**src/include/soc_defs.svh**
```systemverilog
// shared bus widths, address map and boot defaults for the bus subsystem
// include this before any file that needs a width or a base address
`ifndef SOC_DEFS_SVH
`define SOC_DEFS_SVH

// bus widths
`define SOC_ADDR_W          32
`define SOC_DATA_W          32

// low address bits decoded inside one slave window (128 KB windows)
`define SOC_WIN_W           17

// slave base addresses
`define SOC_RAM_BASE        32'h1000_0000
`define SOC_RST_BASE        32'hC000_0000
`define SOC_GPIO_BASE       32'hD000_0000

// data RAM size in KB
`define SOC_RAM_KB          8

// boot address with the bootloader strap set
`define SOC_BOOT_ROM_ADDR   32'h0000_0000
// boot address from instruction memory otherwise
`define SOC_BOOT_IMEM_ADDR  32'hA000_0000

`endif

```
**src/hw/soc_pkg.sv**
```systemverilog
// shared types of the bus subsystem
// referenced with scoped names from the RTL and the testbench
`include "soc_defs.svh"

package soc_pkg;

  // one bus address
  typedef logic [`SOC_ADDR_W-1:0] wb_addr_t;

  // one bus data word
  typedef logic [`SOC_DATA_W-1:0] wb_data_t;

  // byte lane selects, one bit per byte of a word
  typedef logic [`SOC_DATA_W/8-1:0] wb_sel_t;

  // gpio output register
  typedef logic [7:0] gpio_t;

  // address decoder FSM
  typedef enum logic [1:0] {
    DEC_IDLE,
    DEC_BUSY,
    DEC_ERR
  } dec_state_t;

endpackage

```
**src/hw/wb_if.sv**
```systemverilog
// Wishbone classic link between the address decoder and one slave
// the decoder takes the master modport, each slave the slave modport
`timescale 1ns/100ps

interface wb_if;

  // request, driven by the master
  logic               cyc;
  logic               stb;
  logic               we;
  soc_pkg::wb_addr_t  adr;
  soc_pkg::wb_data_t  dat_w;
  soc_pkg::wb_sel_t   sel;

  // response, driven by the slave
  soc_pkg::wb_data_t  dat_r;
  logic               ack;
  logic               err;

  modport master (
    output cyc,
    output stb,
    output we,
    output adr,
    output dat_w,
    output sel,
    input  dat_r,
    input  ack,
    input  err
  );

  modport slave (
    input  cyc,
    input  stb,
    input  we,
    input  adr,
    input  dat_w,
    input  sel,
    output dat_r,
    output ack,
    output err
  );

endinterface

```
**src/hw/bus_decoder.sv**
```systemverilog
// routes a host Wishbone cycle to the ram, reset controller or gpio slave
// one cycle in flight, unmapped addresses end with host_err_o
`timescale 1ns/100ps
`include "soc_defs.svh"

module bus_decoder (
  input  logic              clk,
  input  logic              reset_i,
  input  logic              host_cyc_i,
  input  logic              host_stb_i,
  input  logic              host_we_i,
  input  soc_pkg::wb_addr_t host_adr_i,
  input  soc_pkg::wb_data_t host_dat_i,
  input  soc_pkg::wb_sel_t  host_sel_i,
  output soc_pkg::wb_data_t host_dat_o,
  output logic              host_ack_o,
  output logic              host_err_o,
  wb_if.master              ram_bus,
  wb_if.master              rst_bus,
  wb_if.master              gpio_bus
);

  localparam soc_pkg::wb_addr_t RAM_BASE  = `SOC_RAM_BASE;
  localparam soc_pkg::wb_addr_t RST_BASE  = `SOC_RST_BASE;
  localparam soc_pkg::wb_addr_t GPIO_BASE = `SOC_GPIO_BASE;
  localparam int HI = `SOC_ADDR_W - 1;
  localparam int LO = `SOC_WIN_W;

  soc_pkg::dec_state_t state_q;
  // one-hot target, bit 0 ram, bit 1 reset ctrl, bit 2 gpio
  logic [2:0] tgt_q;
  logic       req;
  logic       busy;
  logic       hit_ram;
  logic       hit_rst;
  logic       hit_gpio;
  logic       slv_ack;
  logic       slv_err;

  assign req  = host_cyc_i && host_stb_i;
  assign busy = (state_q == soc_pkg::DEC_BUSY);

  // window match on the bits above the window
  assign hit_ram  = (host_adr_i[HI:LO] == RAM_BASE[HI:LO]);
  assign hit_rst  = (host_adr_i[HI:LO] == RST_BASE[HI:LO]);
  assign hit_gpio = (host_adr_i[HI:LO] == GPIO_BASE[HI:LO]);

  always_ff @(posedge clk) begin
    if (reset_i) begin
      state_q <= soc_pkg::DEC_IDLE;
      tgt_q   <= '0;
    end else begin
      case (state_q)
        soc_pkg::DEC_IDLE: begin
          if (req) begin
            if (hit_ram || hit_rst || hit_gpio) begin
              state_q <= soc_pkg::DEC_BUSY;
              tgt_q   <= {hit_gpio, hit_rst, hit_ram};
            end else begin
              state_q <= soc_pkg::DEC_ERR;
            end
          end
        end
        soc_pkg::DEC_BUSY: begin
          // back to idle on the selected slave's response
          if (slv_ack || slv_err) begin
            state_q <= soc_pkg::DEC_IDLE;
          end
        end
        // error answer lasts one cycle
        default: state_q <= soc_pkg::DEC_IDLE;
      endcase
    end
  end

  // strobes reach the latched target only
  assign ram_bus.cyc  = busy && tgt_q[0] && host_cyc_i;
  assign ram_bus.stb  = busy && tgt_q[0] && host_stb_i;
  assign rst_bus.cyc  = busy && tgt_q[1] && host_cyc_i;
  assign rst_bus.stb  = busy && tgt_q[1] && host_stb_i;
  assign gpio_bus.cyc = busy && tgt_q[2] && host_cyc_i;
  assign gpio_bus.stb = busy && tgt_q[2] && host_stb_i;

  // request fields are shared, host holds them steady
  assign ram_bus.we     = host_we_i;
  assign ram_bus.adr    = host_adr_i;
  assign ram_bus.dat_w  = host_dat_i;
  assign ram_bus.sel    = host_sel_i;
  assign rst_bus.we     = host_we_i;
  assign rst_bus.adr    = host_adr_i;
  assign rst_bus.dat_w  = host_dat_i;
  assign rst_bus.sel    = host_sel_i;
  assign gpio_bus.we    = host_we_i;
  assign gpio_bus.adr   = host_adr_i;
  assign gpio_bus.dat_w = host_dat_i;
  assign gpio_bus.sel   = host_sel_i;

  // response mux by target
  always_comb begin
    slv_ack    = 1'b0;
    slv_err    = 1'b0;
    host_dat_o = '0;
    case (tgt_q)
      3'b001: begin
        slv_ack    = ram_bus.ack;
        slv_err    = ram_bus.err;
        host_dat_o = ram_bus.dat_r;
      end
      3'b010: begin
        slv_ack    = rst_bus.ack;
        slv_err    = rst_bus.err;
        host_dat_o = rst_bus.dat_r;
      end
      3'b100: begin
        slv_ack    = gpio_bus.ack;
        slv_err    = gpio_bus.err;
        host_dat_o = gpio_bus.dat_r;
      end
      default: ;
    endcase
  end

  assign host_ack_o = busy && slv_ack;
  assign host_err_o = (state_q == soc_pkg::DEC_ERR) || (busy && slv_err);

  // slave ack and decoder error never answer the same cycle
  a_ack_err_excl : assert property (@(posedge clk) disable iff (reset_i)
    !(host_ack_o && host_err_o));

endmodule

```
**src/flat_wrapper.sv**
```systemverilog
// flat-port wrapper written by rule: the top's interface ports become plain ports
module bus_decoder_flat 
  (clk, reset_i, host_cyc_i, host_stb_i, host_we_i, host_adr_i, host_dat_i, host_sel_i, host_dat_o, host_ack_o, host_err_o, ram_bus_cyc, ram_bus_stb, ram_bus_we, ram_bus_adr, ram_bus_dat_w, ram_bus_sel, ram_bus_dat_r, ram_bus_ack, ram_bus_err, rst_bus_cyc, rst_bus_stb, rst_bus_we, rst_bus_adr, rst_bus_dat_w, rst_bus_sel, rst_bus_dat_r, rst_bus_ack, rst_bus_err, gpio_bus_cyc, gpio_bus_stb, gpio_bus_we, gpio_bus_adr, gpio_bus_dat_w, gpio_bus_sel, gpio_bus_dat_r, gpio_bus_ack, gpio_bus_err);
  wb_if ram_bus_i ();
  wb_if rst_bus_i ();
  wb_if gpio_bus_i ();
  input  logic clk;
  input  logic reset_i;
  input  logic host_cyc_i;
  input  logic host_stb_i;
  input  logic host_we_i;
  input  soc_pkg::wb_addr_t host_adr_i;
  input  soc_pkg::wb_data_t host_dat_i;
  input  soc_pkg::wb_sel_t host_sel_i;
  output soc_pkg::wb_data_t host_dat_o;
  output logic host_ack_o;
  output logic host_err_o;
  output wire logic [$bits(ram_bus_i.cyc)-1:0] ram_bus_cyc;
  output wire logic [$bits(ram_bus_i.stb)-1:0] ram_bus_stb;
  output wire logic [$bits(ram_bus_i.we)-1:0] ram_bus_we;
  output wire logic [$bits(ram_bus_i.adr)-1:0] ram_bus_adr;
  output wire logic [$bits(ram_bus_i.dat_w)-1:0] ram_bus_dat_w;
  output wire logic [$bits(ram_bus_i.sel)-1:0] ram_bus_sel;
  input wire logic [$bits(ram_bus_i.dat_r)-1:0] ram_bus_dat_r;
  input wire logic [$bits(ram_bus_i.ack)-1:0] ram_bus_ack;
  input wire logic [$bits(ram_bus_i.err)-1:0] ram_bus_err;
  output wire logic [$bits(rst_bus_i.cyc)-1:0] rst_bus_cyc;
  output wire logic [$bits(rst_bus_i.stb)-1:0] rst_bus_stb;
  output wire logic [$bits(rst_bus_i.we)-1:0] rst_bus_we;
  output wire logic [$bits(rst_bus_i.adr)-1:0] rst_bus_adr;
  output wire logic [$bits(rst_bus_i.dat_w)-1:0] rst_bus_dat_w;
  output wire logic [$bits(rst_bus_i.sel)-1:0] rst_bus_sel;
  input wire logic [$bits(rst_bus_i.dat_r)-1:0] rst_bus_dat_r;
  input wire logic [$bits(rst_bus_i.ack)-1:0] rst_bus_ack;
  input wire logic [$bits(rst_bus_i.err)-1:0] rst_bus_err;
  output wire logic [$bits(gpio_bus_i.cyc)-1:0] gpio_bus_cyc;
  output wire logic [$bits(gpio_bus_i.stb)-1:0] gpio_bus_stb;
  output wire logic [$bits(gpio_bus_i.we)-1:0] gpio_bus_we;
  output wire logic [$bits(gpio_bus_i.adr)-1:0] gpio_bus_adr;
  output wire logic [$bits(gpio_bus_i.dat_w)-1:0] gpio_bus_dat_w;
  output wire logic [$bits(gpio_bus_i.sel)-1:0] gpio_bus_sel;
  input wire logic [$bits(gpio_bus_i.dat_r)-1:0] gpio_bus_dat_r;
  input wire logic [$bits(gpio_bus_i.ack)-1:0] gpio_bus_ack;
  input wire logic [$bits(gpio_bus_i.err)-1:0] gpio_bus_err;
  assign ram_bus_cyc = ram_bus_i.cyc;
  assign ram_bus_stb = ram_bus_i.stb;
  assign ram_bus_we = ram_bus_i.we;
  assign ram_bus_adr = ram_bus_i.adr;
  assign ram_bus_dat_w = ram_bus_i.dat_w;
  assign ram_bus_sel = ram_bus_i.sel;
  assign ram_bus_i.dat_r = ram_bus_dat_r;
  assign ram_bus_i.ack = ram_bus_ack;
  assign ram_bus_i.err = ram_bus_err;
  assign rst_bus_cyc = rst_bus_i.cyc;
  assign rst_bus_stb = rst_bus_i.stb;
  assign rst_bus_we = rst_bus_i.we;
  assign rst_bus_adr = rst_bus_i.adr;
  assign rst_bus_dat_w = rst_bus_i.dat_w;
  assign rst_bus_sel = rst_bus_i.sel;
  assign rst_bus_i.dat_r = rst_bus_dat_r;
  assign rst_bus_i.ack = rst_bus_ack;
  assign rst_bus_i.err = rst_bus_err;
  assign gpio_bus_cyc = gpio_bus_i.cyc;
  assign gpio_bus_stb = gpio_bus_i.stb;
  assign gpio_bus_we = gpio_bus_i.we;
  assign gpio_bus_adr = gpio_bus_i.adr;
  assign gpio_bus_dat_w = gpio_bus_i.dat_w;
  assign gpio_bus_sel = gpio_bus_i.sel;
  assign gpio_bus_i.dat_r = gpio_bus_dat_r;
  assign gpio_bus_i.ack = gpio_bus_ack;
  assign gpio_bus_i.err = gpio_bus_err;
  bus_decoder u_core (.clk(clk), .reset_i(reset_i), .host_cyc_i(host_cyc_i), .host_stb_i(host_stb_i), .host_we_i(host_we_i), .host_adr_i(host_adr_i), .host_dat_i(host_dat_i), .host_sel_i(host_sel_i), .host_dat_o(host_dat_o), .host_ack_o(host_ack_o), .host_err_o(host_err_o), .ram_bus(ram_bus_i), .rst_bus(rst_bus_i), .gpio_bus(gpio_bus_i));
endmodule
```
**config.mk**
```make
export PLATFORM = sky130hd
export DESIGN_NAME = bus_decoder_flat
export DESIGN_NICKNAME = d
export VERILOG_FILES = /design/src/hw/soc_pkg.sv /design/src/hw/wb_if.sv /design/src/hw/bus_decoder.sv /design/src/flat_wrapper.sv
export VERILOG_INCLUDE_DIRS = /design/src /design/src/include
export SDC_FILE = /design/constraint.sdc
export NUM_CORES = 1
export LEC_CHECK = 0
export ABC_AREA = 1
export BUFFER_PORTS_ARGS = -buffer_cell sky130_fd_sc_hd__buf_2
export CAP_MARGIN = 20
export CORE_AREA = 5 5 162 164
export CTS_CLUSTER_SIZE = 25
export DETAILED_ROUTE_END_ITERATION = 16
export DIE_AREA = 0 0 167 169
export GPL_TIMING_DRIVEN = 0
export PLACE_DENSITY = 0.37
export SYNTH_ARGS = -nofsm -noshare
export SYNTH_HDL_FRONTEND = slang
export SYNTH_SLANG_ARGS = --single-unit
```
**constraint.sdc**
```tcl
create_clock -name clk -period 3.5 [get_ports clk]
set_clock_uncertainty 0.05 [all_clocks]
set_input_delay 0.7 -clock clk [delete_from_list [all_inputs] [get_ports clk]]
set_output_delay 0.7 -clock clk [all_outputs]
set_load 0.02 [all_outputs]
```
After elaboration in Yosys (flattened, before gate mapping). Cells that the tools add are included.

Word-level logic and storage cells: 38. Register bits: 5.

Equal/unequal tests: 10. Reduce and logical (&&, ||, !) cells: 19. Muxes and demuxes: 7.

Operator list (count): $pmux W32 S3 (1); $eq A15 B15 Y1 const B (2); $eq A15 B12 Y1 const B (1); $logic_and A1 B1 Y1 (12); $mux W2 (3); $pmux W1 S3 (2); $logic_or A1 B1 Y1 (4); $pmux W2 S2 (1); $eq A3 B1 Y1 const B (1); $eq A3 B2 Y1 const B (1); $eq A3 B3 Y1 const B (1); $reduce_and A3 Y1 (1); $eq A2 B1 Y1 const B (1); $eq A2 B2 Y1 const B (1); $logic_not A2 Y1 (1); $ne A2 B1 Y1 const B (1); $ne A2 B2 Y1 const B (1); $reduce_and A2 Y1 (1).

Logic depth before layout (Yosys ltp). Gate-level depths: netlist (run 1).

Depth in word-level cells: 6. Gate-level depth with buffers: 10. Depth with buffers taken out: 10.

Worst setup path after synthesis (run 1). OpenSTA, ideal clock, no wires.

Path kind: input-to-output. Start point: input port gpio_bus_err. End point: output port host_err_o. Data arrival time: 1406 ps. Buffers on the path: 0. Required time: 2750 ps. Cell stages on the path: 4. Path slack: 1344 ps. Cell sequence: inv_1 o22ai_1 nor2_1 o21ai_0.

Word-level cells in the longest chain between the ends: 3.

Ends and longest elaborated chain: start: declaration (RTL line flat_wrapper.sv:44) `input wire logic [$bits(gpio_bus_i.err)-1:0] gpio_bus_err;`; $pmux W1 S3 (RTL line bus_decoder.sv:103) `case (tgt_q)`; $logic_and A1 B1 Y1 (RTL line bus_decoder.sv:124) `assign host_err_o = (state_q == soc_pkg::DEC_ERR) || (busy && slv_err);`; $logic_or A1 B1 Y1 (RTL line bus_decoder.sv:124); end: declaration (RTL line flat_wrapper.sv:17) `output logic host_err_o;`.

No other way between the ends.

Final worst setup path (run 1).
Start point: register u_core.tgt_q[0]. End point: output port host_dat_o[21].

Word-level cells in the longest chain between the ends: 2.

Ends and longest elaborated chain: start: declaration (RTL line bus_decoder.sv:31) `logic [2:0] tgt_q;`; start signal: assignment (RTL line bus_decoder.sv:58) `tgt_q <= {hit_gpio, hit_rst, hit_ram};`; $eq A3 B3 Y1 (tied with other cells) (RTL line bus_decoder.sv:103); $pmux W32 S3 (*) (RTL line bus_decoder.sv:103); end: declaration (RTL line flat_wrapper.sv:15) `output soc_pkg::wb_data_t host_dat_o;`.

Mark *: on every way between the ends. The rest lies on a longest branch, timed or not.

==> flow_summary.json, run 1 <==
{
  "finalSetupViolations": 0,
  "cts_root_buffer": "clkbuf_16",
  "routed_wl_mm": 15.2,
  "gp_congestion": 0.830,
  "peakVddDrop_mv": 0.104,
  "max_clock_freq_mhz": 399,
  "synth.avg_cell_area_um2": 6.08,
  "timing.rr.start": "u_core.tgt_q[0]",
  "ios": 422,
  "tritoncts": "built",
  "worst_slew_pin_slew_ps": 376,
  "path_clk_slew_ps": 30,
  "first_global_vias": 3750,
  "mostFrequentLayoutCells": "buf_2, buf_4, nand2_1",
  "min_period_over_period_pct": 71.5,
  "hold_buffers": 0,
  "fillers": 2874,
  "grt_usage_pct": 9.67,
  "drive_gt1_share_pct": 76.0,
  "final_nets": 973,
  "crit_buf_inv": 4,
  "io_buffers": 367,
  "drt-pass1-iter-count": 4,
  "row_count": 58,
  "h-tree-depth": 1,
  "report.final.slew_viol_count": 0,
  "worstPathRequired_ps": 2750,
  "coreArea_mm2": 0.0247,
  "endpoint_kind": "output port",
  "reg2regPathDepth": 7,
  "p_leak_nw": 3.09,
  "path_cells": "inv_2 > nand3_1 > inv_2 > buf_2 > nand2_1 > nand3_1 > buf_2",
  "synthesis.area_mm2": 0.00259,
  "antenna_found_initial": 4,
  "slowest_delay_ps": 380,
  "cts_resized": 0,
  "grt_max_degree": 11,
  "synth_fp_nets": 601,
  "yosys_warnings": 0,
  "min_period_ps": 2500,
  "synthToLayoutAreaGrowth_pct": 90.1,
  "ys_ff_latch": 5,
  "mostFrequentLayoutCell": "buf_2",
  "hp-start": "u_core.tgt_q[0]",
  "crit_path_max_fanout": 10,
  "num_vias": 3629,
  "p_total_w": 0.000791,
  "fin_setup_tns_ps": 0,
  "multiInputGateArea_um2": 810,
  "r2r_end": "u_core.state_q[0]",
  "regToRegSetupSlack_ps": 2280,
  "start_util_pct": 10.5,
  "post_cts_buffers": 0,
  "hold_viol": 0,
  "hp-class": "flop to flop",
  "grt_remaining_overflow": 0,
  "seq_area_frac_synth_pct": 3.86,
  "regArea_um2": 100,
  "die_w_um": 167,
  "rsz0062_at_grt": "false",
  "synth.distinct_cells": 21,
  "drt-initial-drc-count": 69,
  "grt_first_pass_wirelength_mm": 21.5,
  "worst_setup_path_start_kind": "flop",
  "max_slew_margin_pct": 74.9,
  "worstPathArrival_ps": 1750,
  "synth_top_area_share_pct": 60.0,
  "p_per_area_mw_per_mm2": 161,
  "dieArea_mm2": 0.0282,
  "synth_area_leaders": "buf_4, nand2_1, nand3_1",
  "maxCapViolCount": 0,
  "routedWlPerCell_um": 13.5,
  "antenna_left": 0,
  "cts_inserted_buffers": 3,
  "fin_util_pct": 19.9,
  "drc_errors": 0,
  "critPathTopFamily": "buffers and inverters",
  "hold_depth": 2,
  "yosysTopAreaCell": "buf_4",
  "worst_path_max_delay_cell": "buf_2",
  "routed_via_density": 3.21,
  "hpwl_mm": 13.9,
  "holdPathEnd": "u_core.tgt_q[0]",
  "hold_slack_ps": 439,
  "synth_cells": 426,
  "outcome": "complete, no violations",
  "clock_latency_ps": 230,
  "worst-setup-path-type": "flop to output port",
  "cts.sinks": 5,
  "die_h_um": 169,
  "cts_buffer_depth": 2
}
-- worst max path at each step --
stage | from | to | slack [ps] | depth (start not counted)
6_report | u_core.tgt_q[0] | host_dat_o[21] | 1000 | 7
5_1_grt | u_core.tgt_q[0] | host_dat_o[0] | 820 | 7
4_1_cts | u_core.tgt_q[0] | host_dat_o[21] | 880 | 7
3_5_place_dp | u_core.tgt_q[0] | host_dat_o[21] | 1120 | 7
3_3_place_gp | u_core.tgt_q[0] | host_dat_o[0] | 1150 | 7
2_1_floorplan | gpio_bus_err | host_err_o | 1340 | 4
-- power breakdown --
part	internal (W)	switching, W
Combinational	0.000276	0.000270
Clock	0.000151	0.0000361
Sequential	0.0000578	0.000000328
Total	0.000484	0.000306
-- worst min-delay path, cell delays in order, from the launching register on --
cell	delay [ps]
dfxtp_1	320
nand2_1	70
a21oi_1	50
-- cell type report --
type	count	area share, %
buffer	216	32.5
inverter	22	1.68
tap	330	8.38
clock buffer	4	1.60
antenna	2	0.102
multi-input combinational	183	16.4
sequential	5	2.03
timing repair buffer	367	37.3
-- stage by stage --
| step | worst slack [ps] | instances | instance area, µm² |
|---|---|---|---|
| after global placement | 1150 | 1123 | 4840 |
| after CTS | 884 | 1127 | 4920 |
| after floorplan | 1340 | 426 | 2590 |
| after global routing | 818 | 1129 | 4920 |
| after detailed placement | 1120 | 1123 | 4840 |
| final | 996 | 1129 | 4920 |
-- cell usage after synthesis (all sizes together) --
cell type / number
buf: 216
nand2: 110
nand3: 42
inv: 21
nor2: 16
nor3: 8
dfxtp: 5
a21oi: 2
clkinv: 1
nand4: 1
o211a: 1
o21ai: 1
o22ai: 1
or2: 1
-- sequential cells by signal, summed over array words and instances (netlist names) --
| name | flops |
|---|---|
| u_core.state_q | 2 |
| u_core.tgt_q | 3 |
-- per-layer routing --
layer  GRT usage (%)  vias up  routed length (µm)
met5               0        -                   7
met4            2.81        2                 359
met3            2.80       18                1540
met2            18.5      232                7870
met1            10.3     1534                5460
li1                -     1843                   -
-- cell families (layout without fill, tap and decap cells) --
kind of cell | count (synthesis) | in the layout | synth area share, %
AOI/OAI and AO/OA | 5 | 5 | 1.21
buffers and inverters | 238 | 609 | 64.9
DFF | 5 | 5 | 3.86
other | 0 | 2 | 0
and+or+nand+nor | 178 | 178 | 30.0
Note: power is estimated with default switching activity, not from simulation.
==> inputs of run 2 (changes only) <==
- CORE_AREA: 5 5 162 164 -> 5 5 163 165
- DIE_AREA: 0 0 167 169 -> 0 0 168 170
- PLACE_DENSITY: 0.37 -> 0.36
- clock period: 3.5 -> 2.4 ns (I/O delays scaled with it)
==> flow_summary.json, run 2 (synthesized netlist as in run 1, its figures left out) <==
{
  "synthToLayoutAreaGrowth_pct": 90.2,
  "hold_slack_ps": 419,
  "clock_latency_ps": 230,
  "worst_setup_path_start_kind": "flop",
  "r2r_end": "u_core.state_q[0]",
  "largest_register_ffs": 3,
  "grt_first_pass_wirelength_mm": 21.5,
  "mostFrequentLayoutCell": "buf_2",
  "regToRegSetupSlack_ps": 1120,
  "met1_length_mm": 6.01,
  "fin_util_pct": 19.8,
  "worst_path_max_delay_cell": "dfxtp_1",
  "coreArea_mm2": 0.0249,
  "wl_met2_mm": 7.93,
  "die_w_um": 168,
  "regArea_um2": 100,
  "h-tree-depth": 1,
  "path_cells": "inv_2 > nand3_1 > inv_2 > buf_2 > nand2_1 > nand3_1 > buf_2",
  "worstPathRequired_ps": 1870,
  "post_cts_buffers": 0,
  "place_area_mm2": 0.00484,
  "drt-initial-drc-count": 62,
  "dp_cells": 1123,
  "gp_congestion": 0.763,
  "final_area_mm2": 0.00493,
  "hp-class": "input pin to flop",
  "cts_root_buffer": "clkbuf_16",
  "met3_length_mm": 1.34,
  "num_vias": 3567,
  "top_layer": "met5",
  "final_cells": 1128,
  "start_util_pct": 10.4,
  "max_clock_freq_mhz": 451,
  "antenna_found_initial": 3,
  "multiInputGateArea_um2": 810,
  "p_leak_nw": 3.09,
  "endpoint_kind": "output port",
  "antenna_left": 0,
  "slowest_delay_ps": 310,
  "reg2regPathDepth": 7,
  "drc_errors": 0,
  "endpoint": "host_dat_o[19]",
  "grt_usage_pct": 9.63,
  "worst_slew_pin_slew_ps": 281,
  "max_slew_margin_pct": 81.2,
  "min_period_ps": 2220,
  "routed_wl_mm": 15.4,
  "grt_max_degree": 11,
  "tritoncts": "built",
  "p_per_area_mw_per_mm2": 235,
  "hold_buffers": 0,
  "largest-register": "u_core.tgt_q",
  "crit_path_max_fanout": 10,
  "fin_setup_tns_ps": 0,
  "ios": 422,
  "mostFrequentLayoutCells": "buf_2, buf_4, nand2_1",
  "cts_inserted_buffers": 3,
  "grt_remaining_overflow": 0,
  "min_period_over_period_pct": 92.5,
  "cp.depth": 7,
  "routedWlPerCell_um": 13.6,
  "first_global_vias": 3692,
  "io_buffers": 367,
  "drive_gt1_share_pct": 76.0,
  "cts_buffer_depth": 2,
  "peakVddDrop_mv": 0.165,
  "worst-setup-path-type": "flop to output port",
  "finalSetupViolations": 0,
  "outcome": "complete, no violations",
  "timing.rr.start": "u_core.tgt_q[2]",
  "final_nets": 973,
  "critPathTopFamily": "buffers and inverters",
  "worstPathArrival_ps": 1690,
  "maxCapViolCount": 0,
  "crit_buf_inv": 4,
  "hold_viol": 0,
  "reg_top3": "u_core.tgt_q x3, u_core.state_q x2",
  "path_clk_slew_ps": 40,
  "cts.sinks": 5,
  "report.final.slew_viol_count": 0,
  "rsz0062_at_grt": "false",
  "row_count": 58,
  "drt-pass1-iter-count": 4,
  "dieArea_mm2": 0.0286,
  "startpoint": "u_core.tgt_q[2]",
  "routed_via_density": 3.16,
  "fillers": 2902,
  "die_h_um": 170,
  "hpwl_mm": 14.2,
  "cts_resized": 0
}
-- run 2: cell count changes in the layout (fill, tap and decap cells not counted) --
cell / previous run / this run
inv_2: 8 / 7
inv_4: 0 / 1
buf_2: 376 / 374
diode_2: 2 / 1
clkbuf_4: 0 / 2
-- run 2: final cells by class --
type	count	area share, %
Antenna cell	1	0.0508
Clock buffer	4	1.60
Buffer	216	32.5
Sequential cell	5	2.03
Tap cell	330	8.38
Multi-Input combinational cell	183	16.4
Timing Repair Buffer	367	37.3
Inverter	22	1.73
-- run 2: worst min-delay path by stage --
stage | start | endpoint | slack [ps] | cells after the start
2_1_floorplan | u_core.tgt_q[0] | u_core.tgt_q[0] | 410 | 2
3_3_place_gp | u_core.tgt_q[0] | u_core.tgt_q[0] | 430 | 2
3_5_place_dp | u_core.tgt_q[0] | u_core.tgt_q[0] | 440 | 2
4_1_cts | reset_i | u_core.tgt_q[0] | 420 | 2
5_1_grt | reset_i | u_core.tgt_q[0] | 440 | 2
6_report | reset_i | u_core.tgt_q[0] | 420 | 2
-- run 2: routing by layer --
metal  up-vias  GRT usage [%]
met2       215           18.1
met4         4           1.34
met3        10           2.02
met1      1494           11.5
li1       1844              -
met5         -              0
-- run 2: report_power, final --
part,leakage [nW],internal (W),switching (W),total [W]
sequential,0.0404,0.0000843,0.000000517,0.0000848
combinational,3.01,0.000402,0.000392,0.000794
clock,0.0382,0.000221,0.0000596,0.000280
-- run 2: stage by stage --
step / setup slack (ps) / power [W]
6_report: 181 / 0.00116
5_1_grt: 8.60 / 0.00122
4_1_cts: 13.8 / 0.00117
3_5_place_dp: 258 / 0.000889
3_3_place_gp: 218 / 0.000891
2_1_floorplan: 684 / 0.000605
==> inputs of run 3 (changes only) <==
- CELL_PAD_IN_SITES_DETAIL_PLACEMENT: unset -> 0
- CELL_PAD_IN_SITES_GLOBAL_PLACEMENT: unset -> 1
- PLACE_DENSITY: 0.36 -> 0.57
==> flow_summary.json, run 3 (synthesized netlist as in run 1, its figures left out) <==
{
  "outcome": "complete, no violations",
  "grt_max_degree": 11,
  "min_period_over_period_pct": 92.3,
  "timing.rr.start": "u_core.tgt_q[2]",
  "coreArea_mm2": 0.0249,
  "worstPathArrival_ps": 1680,
  "worstPathRequired_ps": 1870,
  "r2r_end": "u_core.state_q[0]",
  "worst_slew_pin_slew_ps": 266,
  "reg_top3": "u_core.tgt_q x3, u_core.state_q x2",
  "max_slew_margin_pct": 82.1,
  "cts_root_buffer": "clkbuf_16",
  "hp-class": "input pin to flop",
  "final_cells": 1127,
  "cts_inserted_buffers": 3,
  "startpoint": "u_core.tgt_q[2]",
  "num_vias": 3569,
  "grt_first_pass_wirelength_mm": 19.6,
  "max_clock_freq_mhz": 452,
  "row_count": 58,
  "ios": 422,
  "rsz0062_at_grt": "false",
  "maxCapViolCount": 0,
  "final_nets": 973,
  "endpoint_kind": "output port",
  "drc_errors": 0,
  "worst_setup_path_start_kind": "flop",
  "drt-pass1-iter-count": 4,
  "antenna_left": 0,
  "endpoint": "host_dat_o[26]",
  "finalSetupViolations": 0,
  "report.final.slew_viol_count": 0,
  "mostFrequentLayoutCell": "buf_2",
  "dieArea_mm2": 0.0286,
  "hp-start": "reset_i",
  "cts_buffer_depth": 2,
  "hpwl_mm": 12.7,
  "p_leak_nw": 3.09,
  "clock_latency_ps": 220,
  "routed_via_density": 3.17,
  "grt_remaining_overflow": 0,
  "path_clk_slew_ps": 30,
  "hold_viol": 0,
  "antenna_found_initial": 2,
  "tritoncts": "built",
  "largest_register_ffs": 3,
  "io_buffers": 367,
  "die_w_um": 168,
  "grt_usage_pct": 8.51,
  "hold_slack_ps": 435,
  "largest-register": "u_core.tgt_q",
  "mostFrequentLayoutCells": "buf_2, buf_4, nand2_1",
  "diodes": 0,
  "first_global_vias": 3504,
  "reg2regPathDepth": 7,
  "gp_congestion": 0.801,
  "start_util_pct": 10.4,
  "cts.sinks": 5,
  "p_per_area_mw_per_mm2": 234,
  "peakVddDrop_mv": 0.174,
  "min_period_ps": 2210,
  "drive_gt1_share_pct": 76.0,
  "crit_path_max_fanout": 10,
  "routedWlPerCell_um": 12.4,
  "fin_setup_tns_ps": 0,
  "dp_cells": 1123,
  "drt-initial-drc-count": 56,
  "regToRegSetupSlack_ps": 1090,
  "worst-setup-path-type": "flop to output port",
  "h-tree-depth": 1,
  "routed_wl_mm": 13.9,
  "die_h_um": 170,
  "synthToLayoutAreaGrowth_pct": 90.1
}
[run 3: layout make-up]
type / instances / area, µm²
fill: 2894 / 20000
timing repair buffer: 367 / 1840
buffer: 216 / 1600
multi-input combinational: 183 / 810
tap: 330 / 413
sequential: 5 / 100
inverter: 22 / 82.6
clock buffer: 4 / 78.8
[run 3: critical path, stage by stage, from the launching register on]
cell and delay [ps]:
dfxtp_1 310, inv_2 100, nand3_1 170, inv_2 210, buf_2 280, nand2_1 80
nand3_1 120, buf_2 180
[run 3: report_power, final]
part           switching (W)   total, W  internal (W)  leakage [nW]
clock network      0.0000528   0.000273      0.000220        0.0382
registers        0.000000585  0.0000849     0.0000844        0.0404
logic               0.000394   0.000796      0.000402          3.01
total               0.000447    0.00115      0.000706          3.09
[run 3: per-stage QoR]
step | utilization [%] | power (W) | worst slack, ps | instance area [µm²]
final | 19.8 | 0.00115 | 186 | 4920
after global routing | 19.8 | 0.00121 | 30.4 | 4920
after CTS | 19.8 | 0.00117 | 72.2 | 4920
after detailed placement | 19.4 | 0.000889 | 320 | 4840
after global placement | 19.4 | 0.000891 | 310 | 4840
after floorplan | - | 0.000605 | 684 | 2590
[run 3: how the worst min path moves through the flow]
stage / endpoint / cells past startpoint / slack, ps
floorplan: u_core.tgt_q[0] / 2 / 410
global placement: u_core.tgt_q[0] / 2 / 450
detailed placement: u_core.tgt_q[0] / 2 / 450
CTS: u_core.tgt_q[0] / 2 / 440
global route: u_core.tgt_q[0] / 2 / 450
finish: u_core.tgt_q[0] / 2 / 430
[run 3: layer usage]
metal | global-route usage, % | routed length, µm
met4 | 0.953 | 72
met1 | 9.27 | 4910
met2 | 16.9 | 7460
met3 | 2.28 | 1470
met5 | 0 | 13
[run 3: repair_timing]
| action | CTS | global route |
|---|---|---|
| hold buffers | 0 | 0 |
| endpoints found under the setup margin | 0 | 2 |
| resized for setup | 0 | 2 |
| buffers inserted | 0 | 0 |
